==> config.mk <==
export PLATFORM = sky130hd
export DESIGN_NAME = rxrEngine
export DESIGN_NICKNAME = d
export VERILOG_FILES = /design/src/source/rxrPkg.sv /design/src/source/rxrBeatIf.sv /design/src/source/rxrMetaIf.sv /design/src/source/rxrHdrCapture.sv /design/src/source/rxrReqDecode.sv /design/src/source/rxrOutputStage.sv /design/src/source/rxrEngine.sv
export SDC_FILE = /design/constraint.sdc
export NUM_CORES = 1
export LEC_CHECK = 0
export BUFFER_PORTS_ARGS = -buffer_cell sky130_fd_sc_hd__buf_2
export CORE_UTILIZATION = 45
export CTS_CLUSTER_SIZE = 8
export DETAILED_ROUTE_END_ITERATION = 12
export GPL_TIMING_DRIVEN = 0
export PLACE_DENSITY = 0.67
export SETUP_SLACK_MARGIN = 0.5
export SYNTH_ARGS = -nofsm -noshare
export SYNTH_HDL_FRONTEND = slang
export SYNTH_HIERARCHICAL = 1
export SYNTH_SLANG_ARGS = --single-unit
export TNS_END_PERCENT = 30
==> constraint.sdc <==
create_clock -name CLK -period 3.3 [get_ports CLK]
set_input_delay 0.66 -clock CLK [delete_from_list [all_inputs] [get_ports CLK]]
set_output_delay 0.66 -clock CLK [all_outputs]
set_load 0.005 [all_outputs]
==> src/source/rxrPkg.sv <==
`default_nettype none

package rxrPkg;

    // Beat geometry
    localparam int dataWidthC = 128;
    localparam int dwPerBeatC = 4;

    typedef logic [$clog2(dwPerBeatC)-1:0] dwOffsetT;
    typedef logic [dwPerBeatC-1:0]         wordEnableT;
    typedef logic [7:0]                    barDecodeT;
    typedef logic [63:0]                   addrT;

    // Type field of MRd and MWr, format bits decide the rest
    localparam logic [4:0] memTypeC = 5'b00000;

    // Bit positions inside the 3-bit format field
    localparam int fmt4DwBitC     = 0;
    localparam int fmtPayloadBitC = 1;

    // First payload DW inside the beat that carries it
    localparam dwOffsetT hdr3DwDataOffC = 2'd3;
    localparam dwOffsetT hdr4DwDataOffC = 2'd0;

    typedef enum logic [1:0] {
        rxrMemRd = 2'd0,
        rxrMemWr = 2'd1
    } rxrTypeT;

    // DW0, common to every request
    typedef struct packed {
        logic [2:0] fmt;
        logic [4:0] tlpType;
        logic       rsvd0;
        logic [2:0] tc;
        logic [3:0] rsvd1;
        logic       td;
        logic       ep;
        logic [1:0] attr;
        logic [1:0] at;
        logic [9:0] length;
    } hdrDw0T;

    // DW1, requester side of a memory request
    typedef struct packed {
        logic [15:0] requesterId;
        logic [7:0]  tag;
        logic [3:0]  lastBe;
        logic [3:0]  firstBe;
    } hdrDw1T;

    // DW0 sits in the low bits, so the views list DW3 first
    typedef struct packed {
        logic [31:0] rsvd;
        logic [31:0] addr;
        hdrDw1T      dw1;
        hdrDw0T      dw0;
    } hdr3DwT;

    typedef struct packed {
        logic [31:0] addrLo;
        logic [31:0] addrHi;
        hdrDw1T      dw1;
        hdrDw0T      dw0;
    } hdr4DwT;

    typedef union packed {
        hdr3DwT h3;
        hdr4DwT h4;
    } reqHdrU;

endpackage

`default_nettype wire

==> src/source/rxrBeatIf.sv <==
`timescale 1ns/1ps
`default_nettype none

// One registered beat plus the header of its packet
interface rxrBeatIf
    import rxrPkg::*;
();

    logic [dataWidthC-1:0] data;
    logic                  valid;
    logic                  startFlag;
    logic                  endFlag;
    dwOffsetT              endOffset;
    barDecodeT             barDecode;
    reqHdrU                hdr;

    modport src (
        output data, valid, startFlag, endFlag, endOffset, barDecode, hdr
    );

    modport dst (
        input data, valid, startFlag, endFlag, endOffset, barDecode, hdr
    );

endinterface

`default_nettype wire

==> src/source/rxrMetaIf.sv <==
`timescale 1ns/1ps
`default_nettype none

// Decoded request fields and beat qualifiers for the output side
interface rxrMetaIf
    import rxrPkg::*;
();

    logic        valid;
    wordEnableT  wordEnable;
    logic        startFlag;
    dwOffsetT    startOffset;
    logic        endFlag;
    dwOffsetT    endOffset;
    logic [3:0]  fdwbe;
    logic [3:0]  ldwbe;
    logic [2:0]  tc;
    logic [1:0]  attr;
    logic [7:0]  tag;
    rxrTypeT     reqType;
    addrT        addr;
    barDecodeT   barDecoded;
    logic [15:0] requesterId;
    logic [9:0]  length;
    logic        ep;

    modport src (
        output valid, wordEnable, startFlag, startOffset, endFlag, endOffset,
        output fdwbe, ldwbe, tc, attr, tag, reqType, addr, barDecoded,
        output requesterId, length, ep
    );

    modport dst (
        input valid, wordEnable, startFlag, startOffset, endFlag, endOffset,
        input fdwbe, ldwbe, tc, attr, tag, reqType, addr, barDecoded,
        input requesterId, length, ep
    );

endinterface

`default_nettype wire

==> src/source/rxrHdrCapture.sv <==
`timescale 1ns/1ps
`default_nettype none

module rxrHdrCapture
    import rxrPkg::*;
(
    input  logic                  CLK,
    input  logic                  arstN,
    input  logic [dataWidthC-1:0] rxTlp,
    input  logic                  rxTlpValid,
    input  logic                  rxTlpStartFlag,
    input  logic                  rxTlpEndFlag,
    input  dwOffsetT              rxTlpEndOffset,
    input  barDecodeT             rxTlpBarDecode,
    rxrBeatIf.src                 beat
);

    logic hdrLoad;

    // Every packet starts at DW0, so a start beat holds the whole header
    assign hdrLoad = rxTlpValid & rxTlpStartFlag;

    // Qualifiers of the input stage
    always_ff @(posedge CLK or negedge arstN) begin
        if (!arstN) begin
            beat.valid     <= 1'b0;
            beat.startFlag <= 1'b0;
            beat.endFlag   <= 1'b0;
        end else begin
            beat.valid     <= rxTlpValid;
            beat.startFlag <= rxTlpStartFlag;
            beat.endFlag   <= rxTlpEndFlag;
        end
    end

    // Beat payload, taken every cycle
    always_ff @(posedge CLK) begin
        beat.data      <= rxTlp;
        beat.endOffset <= rxTlpEndOffset;
    end

    // Header and BAR hit stay with the packet until the next start beat.
    // Loading on the same edge as the data keeps the start beat and its
    // header aligned on the stage output.
    always_ff @(posedge CLK) begin
        if (hdrLoad) begin
            beat.hdr       <= reqHdrU'(rxTlp);
            beat.barDecode <= rxTlpBarDecode;
        end
    end

endmodule

`default_nettype wire

==> src/source/rxrReqDecode.sv <==
`timescale 1ns/1ps
`default_nettype none

module rxrReqDecode
    import rxrPkg::*;
(
    input  logic  CLK,
    input  logic  arstN,
    rxrBeatIf.dst beatIn,
    rxrBeatIf.src beatOut,
    rxrMetaIf.src meta
);

    logic       isMem;
    logic       is4Dw;
    logic       hasPayload;
    logic       sop;
    logic       contBeat;
    logic       hdrStart;
    logic       inPkt;
    logic       pend4Dw;
    logic       nextValid;
    logic       nextStart;
    dwOffsetT   startOff;
    wordEnableT startMask;
    wordEnableT endMask;
    wordEnableT nextEnable;
    addrT       nextAddr;

    assign isMem      = beatIn.hdr.h3.dw0.tlpType == memTypeC;
    assign is4Dw      = beatIn.hdr.h3.dw0.fmt[fmt4DwBitC];
    assign hasPayload = beatIn.hdr.h3.dw0.fmt[fmtPayloadBitC];
    assign sop        = beatIn.valid & beatIn.startFlag;
    assign contBeat   = beatIn.valid & ~beatIn.startFlag;

    // A 4DW write has no data on its header beat
    assign hdrStart  = sop & isMem & ~(is4Dw & hasPayload);
    assign nextValid = hdrStart | (contBeat & inPkt);
    assign nextStart = hdrStart | (contBeat & pend4Dw);

    assign startOff  = is4Dw ? hdr4DwDataOffC : hdr3DwDataOffC;
    assign startMask = nextStart ? wordEnableT'('1) << startOff : '1;
    assign endMask   = beatIn.endFlag ? ~(wordEnableT'('1) << (beatIn.endOffset + 3'd1)) : '1;
    assign nextEnable = startMask & endMask & {dwPerBeatC{nextValid & hasPayload}};

    assign nextAddr = is4Dw ? {beatIn.hdr.h4.addrHi, beatIn.hdr.h4.addrLo}
                            : addrT'(beatIn.hdr.h3.addr);

    always_ff @(posedge CLK or negedge arstN) begin
        if (!arstN) begin
            inPkt             <= 1'b0;
            pend4Dw           <= 1'b0;
            meta.valid        <= 1'b0;
            meta.startFlag    <= 1'b0;
            meta.endFlag      <= 1'b0;
            meta.wordEnable   <= '0;
            beatOut.valid     <= 1'b0;
            beatOut.startFlag <= 1'b0;
            beatOut.endFlag   <= 1'b0;
        end else begin
            // Packet tracking, only a valid beat moves it
            if (sop) begin
                inPkt   <= isMem & ~beatIn.endFlag;
                pend4Dw <= isMem & is4Dw & hasPayload;
            end else if (contBeat) begin
                inPkt   <= inPkt & ~beatIn.endFlag;
                pend4Dw <= 1'b0;
            end
            meta.valid        <= nextValid;
            meta.startFlag    <= nextStart;
            meta.endFlag      <= beatIn.endFlag;
            meta.wordEnable   <= nextEnable;
            beatOut.valid     <= nextValid;
            beatOut.startFlag <= nextStart;
            beatOut.endFlag   <= beatIn.endFlag & nextValid;
        end
    end

    // Data and header fields
    always_ff @(posedge CLK) begin
        meta.startOffset  <= startOff;
        meta.endOffset    <= beatIn.endOffset;
        meta.fdwbe        <= beatIn.hdr.h3.dw1.firstBe;
        meta.ldwbe        <= beatIn.hdr.h3.dw1.lastBe;
        meta.tc           <= beatIn.hdr.h3.dw0.tc;
        meta.attr         <= beatIn.hdr.h3.dw0.attr;
        meta.tag          <= beatIn.hdr.h3.dw1.tag;
        meta.reqType      <= hasPayload ? rxrMemWr : rxrMemRd;
        meta.addr         <= nextAddr;
        meta.barDecoded   <= beatIn.barDecode;
        meta.requesterId  <= beatIn.hdr.h3.dw1.requesterId;
        meta.length       <= beatIn.hdr.h3.dw0.length;
        meta.ep           <= beatIn.hdr.h3.dw0.ep;
        beatOut.data      <= beatIn.data;
        beatOut.endOffset <= beatIn.endOffset;
        beatOut.barDecode <= beatIn.barDecode;
        beatOut.hdr       <= beatIn.hdr;
    end

endmodule

`default_nettype wire

==> src/source/rxrOutputStage.sv <==
`timescale 1ns/1ps
`default_nettype none

module rxrOutputStage
    import rxrPkg::*;
(
    input  logic                  CLK,
    input  logic                  arstN,
    rxrBeatIf.dst                 beat,
    rxrMetaIf.dst                 meta,
    output logic [dataWidthC-1:0] rxrData,
    output logic                  rxrDataValid,
    output wordEnableT            rxrDataWordEnable,
    output logic                  rxrDataStartFlag,
    output dwOffsetT              rxrDataStartOffset,
    output logic                  rxrDataEndFlag,
    output dwOffsetT              rxrDataEndOffset,
    output logic [3:0]            rxrMetaFdwbe,
    output logic [3:0]            rxrMetaLdwbe,
    output logic [2:0]            rxrMetaTc,
    output logic [1:0]            rxrMetaAttr,
    output logic [7:0]            rxrMetaTag,
    output rxrTypeT               rxrMetaType,
    output addrT                  rxrMetaAddr,
    output barDecodeT             rxrMetaBarDecoded,
    output logic [15:0]           rxrMetaRequesterId,
    output logic [9:0]            rxrMetaLength,
    output logic                  rxrMetaEp
);

    // Flags of dropped beats never reach the ports
    always_ff @(posedge CLK or negedge arstN) begin
        if (!arstN) begin
            rxrDataValid      <= 1'b0;
            rxrDataStartFlag  <= 1'b0;
            rxrDataEndFlag    <= 1'b0;
            rxrDataWordEnable <= '0;
        end else begin
            rxrDataValid      <= meta.valid;
            rxrDataStartFlag  <= meta.startFlag & meta.valid;
            rxrDataEndFlag    <= meta.endFlag & meta.valid;
            rxrDataWordEnable <= meta.wordEnable;
        end
    end

    always_ff @(posedge CLK) begin
        rxrData            <= beat.data;
        rxrDataStartOffset <= meta.startOffset;
        rxrDataEndOffset   <= meta.endOffset;
        rxrMetaFdwbe       <= meta.fdwbe;
        rxrMetaLdwbe       <= meta.ldwbe;
        rxrMetaTc          <= meta.tc;
        rxrMetaAttr        <= meta.attr;
        rxrMetaTag         <= meta.tag;
        rxrMetaType        <= meta.reqType;
        rxrMetaAddr        <= meta.addr;
        rxrMetaBarDecoded  <= meta.barDecoded;
        rxrMetaRequesterId <= meta.requesterId;
        rxrMetaLength      <= meta.length;
        rxrMetaEp          <= meta.ep;
    end

endmodule

`default_nettype wire

==> src/source/rxrEngine.sv <==
`timescale 1ns/1ps
`default_nettype none

module rxrEngine
    import rxrPkg::*;
(
    input  logic                  CLK,
    input  logic                  arstN,
    input  logic [dataWidthC-1:0] rxTlp,
    input  logic                  rxTlpValid,
    input  logic                  rxTlpStartFlag,
    input  logic                  rxTlpEndFlag,
    input  dwOffsetT              rxTlpEndOffset,
    input  barDecodeT             rxTlpBarDecode,
    output logic [dataWidthC-1:0] rxrData,
    output logic                  rxrDataValid,
    output wordEnableT            rxrDataWordEnable,
    output logic                  rxrDataStartFlag,
    output dwOffsetT              rxrDataStartOffset,
    output logic                  rxrDataEndFlag,
    output dwOffsetT              rxrDataEndOffset,
    output logic [3:0]            rxrMetaFdwbe,
    output logic [3:0]            rxrMetaLdwbe,
    output logic [2:0]            rxrMetaTc,
    output logic [1:0]            rxrMetaAttr,
    output logic [7:0]            rxrMetaTag,
    output rxrTypeT               rxrMetaType,
    output addrT                  rxrMetaAddr,
    output barDecodeT             rxrMetaBarDecoded,
    output logic [15:0]           rxrMetaRequesterId,
    output logic [9:0]            rxrMetaLength,
    output logic                  rxrMetaEp
);

    // Input, computation and output stages, one cycle each
    rxrBeatIf beatS1();
    rxrBeatIf beatS2();
    rxrMetaIf metaS2();

    rxrHdrCapture uHdrCapture (
        .CLK            (CLK),
        .arstN          (arstN),
        .rxTlp          (rxTlp),
        .rxTlpValid     (rxTlpValid),
        .rxTlpStartFlag (rxTlpStartFlag),
        .rxTlpEndFlag   (rxTlpEndFlag),
        .rxTlpEndOffset (rxTlpEndOffset),
        .rxTlpBarDecode (rxTlpBarDecode),
        .beat           (beatS1.src)
    );

    rxrReqDecode uReqDecode (
        .CLK     (CLK),
        .arstN   (arstN),
        .beatIn  (beatS1.dst),
        .beatOut (beatS2.src),
        .meta    (metaS2.src)
    );

    rxrOutputStage uOutputStage (
        .CLK                (CLK),
        .arstN              (arstN),
        .beat               (beatS2.dst),
        .meta               (metaS2.dst),
        .rxrData            (rxrData),
        .rxrDataValid       (rxrDataValid),
        .rxrDataWordEnable  (rxrDataWordEnable),
        .rxrDataStartFlag   (rxrDataStartFlag),
        .rxrDataStartOffset (rxrDataStartOffset),
        .rxrDataEndFlag     (rxrDataEndFlag),
        .rxrDataEndOffset   (rxrDataEndOffset),
        .rxrMetaFdwbe       (rxrMetaFdwbe),
        .rxrMetaLdwbe       (rxrMetaLdwbe),
        .rxrMetaTc          (rxrMetaTc),
        .rxrMetaAttr        (rxrMetaAttr),
        .rxrMetaTag         (rxrMetaTag),
        .rxrMetaType        (rxrMetaType),
        .rxrMetaAddr        (rxrMetaAddr),
        .rxrMetaBarDecoded  (rxrMetaBarDecoded),
        .rxrMetaRequesterId (rxrMetaRequesterId),
        .rxrMetaLength      (rxrMetaLength),
        .rxrMetaEp          (rxrMetaEp)
    );

endmodule

`default_nettype wire

==> results_dict.tcl, run 1 <==
set metrics [dict create \
    outcome "completed" \
    grt_first_pass_wirelength_um 48700 \
    min_period_ns 1.76 \
    max-cap-violations 0 \
    place.port_buffers 403 \
    p_leak_nw 10.5 \
    ir_drop_mv 0.570 \
    clock_sinks 782 \
    cts_tree "done" \
    root_buffer "clkbuf_16" \
    clk_pin_slew_ns 0.05 \
    syn2layout_area_growth_pct 31.8 \
    coreArea_sq_um 39900 \
    hold_viol_final 0 \
    fin_setup_tns_ns 0 \
    syn-num-nets 1089 \
    synth_area_per_cell_sq_um 19.3 \
    start_kind "flop" \
    grt_pass1_vias 9046 \
    viasPerCell 4.10 \
    fp.dieH_um 203 \
    tightest_slew_ns 0.543 \
    drive_gt1_share_pct 40.2 \
    htreeDepth 3 \
    clock_latency_ns 0.60 \
    first_pass_iters 4 \
    power_frac_seq_pct 50.5 \
    dieArea_sq_um 41400 \
    fmax_mhz 569 \
    cts_resized 0 \
    min_to "uHdrCapture/beat.data[31]" \
    rrSetupSlack_ns 1.86 \
    vias 8474 \
    slew_headroom_pct 63.8 \
    setup_viol 0 \
    layout_common_cells "636 x dfxtp_1, 407 x buf_2, 127 x edfxtp_1" \
    p_per_area_nw_per_um2 861 \
    rsz0062_at_grt "no" \
    drt_iter0_markers 259 \
    finalWirelength_um 32100 \
    pin_count 404 \
    hold_depth 1 \
    period_share_pct 53.3 \
    finClkSkew_ns 0.0134 \
    grt.overflow.total 0 \
    antenna_left 0 \
    rows 73 \
    slowest_delay_ns 0.37 \
    antenna_found_initial 7 \
    endpoint_kind "output port" \
    nets 1604 \
    r2r_start "uHdrCapture/beat.hdr[29]" \
    combPwrFrac_pct 2.7 \
    path_delay_family "flip-flops" \
    cp.buffers_inverters 1 \
    r2r_cells 3 \
    path_cells "buf_2" \
    dieWidth_um 203 \
    grt_usage_pct 15.7 \
    cts_buffers 107 \
    post_cts_buffers 0 \
    intPower_mw 16.8 \
    crit_type "reg -> out" \
    min-delay-start "rxTlp[31]" \
    reg2reg_to "uReqDecode/meta.addr[39]" \
    dp_hpwl_um 20500 \
    critPathArrivalTime_ns 1.10 \
    post_drt_wl_per_cell_um 15.6 \
    start_util_pct 45.7 \
    utilization_pct 60.3 \
    switching_share_pct 19.1 \
    grt_max_degree 52 \
    synth_warnings 6 \
    clockBufferDepth 3 \
    switching_power_mw 3.97 \
    final_common_cell "dfxtp_1" \
    cp.depth 1 \
    crit_fanout 1 \
    cp.required_ns 2.64 \
    syn_inst 946 \
    drc 0 \
    slowest_stage "dfrtp_1" \
    hold_class "in -> reg" \
    power_frac_clock_pct 46.8 \
    gp_congestion 0.747 \
    synth_area_sq_um 18300 \
    slew_viol_final 0 \
]
==> routing by layer <==
| layer | wire (um) | up-vias | part of all wire, % | GRT usage, % |
|---|---|---|---|---|
| met5 | 58 | - | 0.18 | 0 |
| met4 | 779 | 8 | 2.4 | 6.42 |
| met3 | 3440 | 70 | 11 | 8.31 |
| met2 | 16300 | 322 | 51 | 27.2 |
| met1 | 11600 | 3998 | 36 | 15.6 |
| li1 | - | 4076 | - | - |
==> sequential cells by signal, indices dropped and copies added, names as in the netlist, 4 cells and up <==
register and cells:
uHdrCapture/beat.hdr 119, uOutputStage/rxrMetaLdwbe 4, uHdrCapture/beat.data 128, uOutputStage/rxrMetaRequesterId 16, uOutputStage/rxrMetaFdwbe 4, uReqDecode/meta.tag 7
uReqDecode/beatOut.hdr 17, uReqDecode/meta.addr 64, uOutputStage/rxrDataWordEnable 4, uOutputStage/rxrMetaAddr 64, uOutputStage/rxrMetaLength 10, uReqDecode/meta.wordEnable 4
uOutputStage/rxrMetaBarDecoded 8, uOutputStage/rxrData 128, uReqDecode/meta.requesterId 15, uOutputStage/rxrMetaTag 8, uReqDecode/meta.barDecoded 8, uHdrCapture/beat.barDecode 8
uReqDecode/beatOut.data 128
==> power groups by stage <==
stage / Clock, mW / Sequential, mW / Combinational, mW
after floorplan: 0 / 10.6 / 0.154
after global placement: 0 / 10.6 / 0.551
after detailed placement: 0 / 10.6 / 0.569
after CTS: 9.93 / 10.5 / 0.578
after global routing: 10.4 / 10.5 / 0.616
final: 9.69 / 10.5 / 0.563
==> how the worst max path moves through the flow <==
| stage | start | to | slack, ns |
|---|---|---|---|
| 6_report | uOutputStage/rxrDataWordEnable[1] | rxrDataWordEnable[1] | 1.54 |
| 5_1_grt | uOutputStage/rxrDataWordEnable[1] | rxrDataWordEnable[1] | 1.47 |
| 4_1_cts | uOutputStage/rxrDataWordEnable[1] | rxrDataWordEnable[1] | 1.49 |
| 3_5_place_dp | rxTlpValid | uHdrCapture/beat.hdr[83] | 1.34 |
| 3_3_place_gp | rxTlpStartFlag | uHdrCapture/beat.hdr[3] | -0.51 |
| 2_1_floorplan | rxTlpValid | uHdrCapture/beat.barDecode[0] | 0.62 |
==> per-stage QoR <==
| step | std cells | hold WS (ns) | power, mW | instance area, sq um | worst slack, ns |
|---|---|---|---|---|---|
| 3_3_place_gp | 1874 | 0.310 | 11.2 | 20900 | -0.508 |
| 3_5_place_dp | 1876 | 0.312 | 11.2 | 21000 | 1.34 |
| 5_1_grt | 2064 | 0.118 | 21.5 | 24100 | 1.47 |
| 6_report | 2066 | 0.162 | 20.7 | 24100 | 1.54 |
| 4_1_cts | 2063 | 0.119 | 21.0 | 24100 | 1.49 |
| 2_1_floorplan | 946 | 0.310 | 10.8 | 18300 | 0.621 |
==> area by class of cell <==
cell class	instances	area [sq um]
Sequential cell	782	17000
Fill cell	2915	15800
Clock buffer	185	3040
Timing Repair Buffer	406	2080
Multi-Input combinational cell	88	718
Tap cell	525	657
Buffer	69	497
Inverter	7	26.3
Clock inverter	1	16.3
Antenna cell	3	7.51
==> timing repair <==
item | 4_1_cts | 5_1_grt
hold buffers | 1 | 0
endpoints found under the setup margin | 0 | 0
endpoints found under the hold margin | 19 | 0
Note: power is estimated with default switching activity, not from simulation.
==> run 2, diff against run 1 <==
==> constraint.sdc (replaced) <==
create_clock -name CLK -period 1.7 [get_ports CLK]
set_input_delay 0.34 -clock CLK [delete_from_list [all_inputs] [get_ports CLK]]
set_output_delay 0.34 -clock CLK [all_outputs]
set_load 0.005 [all_outputs]
==> run 2 against run 1 <==
Net effect:
- global-route usage increased by 1.3 points
- non-clock buffer count is 142 higher
- count of clock-buffer cells in the layout is the same
- via count increased by 8.4%
- power grew 98%
- critical path type unchanged
==> results_dict.tcl, run 2 (synthesis gave the netlist of run 1 again) <==
set metrics [dict create \
    htreeDepth 3 \
    r2r_cells 3 \
    gp_congestion 0.777 \
    slowest_stage "dfrtp_1" \
    root_buffer "clkbuf_16" \
    start_util_pct 45.7 \
    r2r_start "uHdrCapture/beat.hdr[28]" \
    grt_first_pass_wirelength_um 53300 \
    hold_viol_final 0 \
    busiest_layer "met2" \
    final_common_cell "dfxtp_1" \
    endpoint_kind "output port" \
    crit_fanout 1 \
    reg2reg_to "uReqDecode/meta.wordEnable[3]" \
    ir_drop_mv 1.07 \
    dieWidth_um 203 \
    drc 0 \
    drive_gt1_share_pct 42.2 \
    fin_setup_tns_ns 0 \
    first_pass_iters 4 \
    clock_latency_ns 0.61 \
    nets 1746 \
    min_period_ns 1.44 \
    rows 73 \
    setup_viol 0 \
    outcome "completed" \
    syn2layout_area_growth_pct 42.9 \
    fmax_mhz 694 \
    critPathArrivalTime_ns 1.10 \
    dp_hpwl_um 20700 \
    finalWirelength_um 36500 \
    cp.required_ns 1.36 \
    pin_count 404 \
    antenna_left 0 \
    cp.depth 1 \
    post_drt_wl_per_cell_um 16.5 \
    utilization_pct 65.4 \
    max-cap-violations 0 \
    grt_max_degree 48 \
    clockBufferDepth 3 \
    grt_usage_pct 17.0 \
    cp.buffers_inverters 1 \
    place.port_buffers 403 \
    grt_pass1_vias 9975 \
    start_kind "flop" \
    drt_iter0_markers 268 \
    met3_usage_pct 7.45 \
    met1_usage_pct 17.4 \
    dieArea_sq_um 41400 \
    rsz0062_at_grt "yes" \
    coreArea_sq_um 39900 \
    grt.overflow.total 0 \
    cts_buffers 107 \
    p_leak_nw 11.3 \
    layout_common_cells "548 x dfxtp_1, 328 x buf_2, 142 x dlygate4sd3_1" \
    period_share_pct 84.8 \
    slowest_delay_ns 0.36 \
    clk_pin_slew_ns 0.05 \
    biggestRegsByFlops "uHdrCapture/beat.data: 128 flops, uOutputStage/rxrData: 128 flops, uReqDecode/beatOut.data: 128 flops" \
    finClkSkew_ns 0.0129 \
    tightest_slew_ns 0.782 \
    hold_class "in -> async" \
    p_per_area_nw_per_um2 1570 \
    globalRouteMet2Util_pct 29.7 \
    antenna_found_initial 4 \
    whs_ns 0.246 \
    viasPerCell 4.16 \
    path_cells "buf_2" \
    slew_viol_final 0 \
    path_delay_family "flip-flops" \
    fp.dieH_um 203 \
    cts_tree "done" \
    crit_type "reg -> out" \
    slew_headroom_pct 47.9 \
    clock_sinks 782 \
    fillCellCount 2597 \
    rrSetupSlack_ns 0.34 \
    vias 9185 \
]
## run 2: cell types whose count changed in the layout (fill, tap and decap cells not counted), moves of 2 or more
cell,delta
buf_2,-79
inv_16,+2
diode_2,-2
buf_6,+78
dlygate4sd3_1,+141
dfxtp_2,+88
dfxtp_1,-88
clkbuf_16,-2
clkbuf_2,+2
buf_4,+2
## run 2: layout make-up
type | instances | area (sq um) | share of cell area [%]
Antenna cell | 1 | 2.50 | 0.00959
Buffer | 69 | 505 | 1.94
Clock buffer | 185 | 3000 | 11.5
Clock inverter | 4 | 65.1 | 0.249
Inverter | 7 | 26.3 | 0.101
Multi-Input combinational cell | 88 | 718 | 2.75
Sequential cell | 782 | 17100 | 65.7
Tap cell | 525 | 657 | 2.52
Timing Repair Buffer | 548 | 3980 | 15.3
## run 2: per-stage QoR
stage	setup WS [ns]	std cells	instance area [sq um]	total power [mW]
floorplan	0.0135	946	18300	21.0
finish	0.258	2209	26100	41.0
global placement	-0.735	1874	20900	21.7
global route	0.211	2209	26100	42.5
detailed placement	-0.134	1876	21000	21.8
CTS	0.215	2207	25600	41.2
## run 2: worst max-delay path by stage
stage	from	end
2_1_floorplan	rxTlpValid	uHdrCapture/beat.barDecode[0]
3_3_place_gp	rxTlpValid	uHdrCapture/beat.hdr[3]
3_5_place_dp	rxTlpValid	uHdrCapture/beat.hdr[14]
4_1_cts	uOutputStage/rxrDataEndFlag	rxrDataEndFlag
5_1_grt	uOutputStage/rxrDataEndFlag	rxrDataEndFlag
6_report	uOutputStage/rxrDataEndFlag	rxrDataEndFlag
## run 2: power by group
group | internal (mW) | switching [mW] | leakage, nW | total, mW
Clock | 11.8 | 7.28 | 1.46 | 19.1
Sequential | 20.1 | 0.329 | 6.81 | 20.4
Combinational | 0.925 | 0.601 | 3.03 | 1.53
Total | 32.8 | 8.21 | 11.3 | 41.0
## run 2: routing by layer
metal  routed length [um]  part of all wire (%)
met1                13200                    36
met3                 3320                   9.1
met2                18900                    52
met4                  997                   2.7
met5                   42                  0.12
## run 2: timing repair
item                       in CTS  in global routing
buffers inserted                0                  1
hold endpoints to repair      279                  0
pin swaps                       0                  1
hold buffers                  142                  0
resized for setup              50                127
setup endpoints to repair     304                340
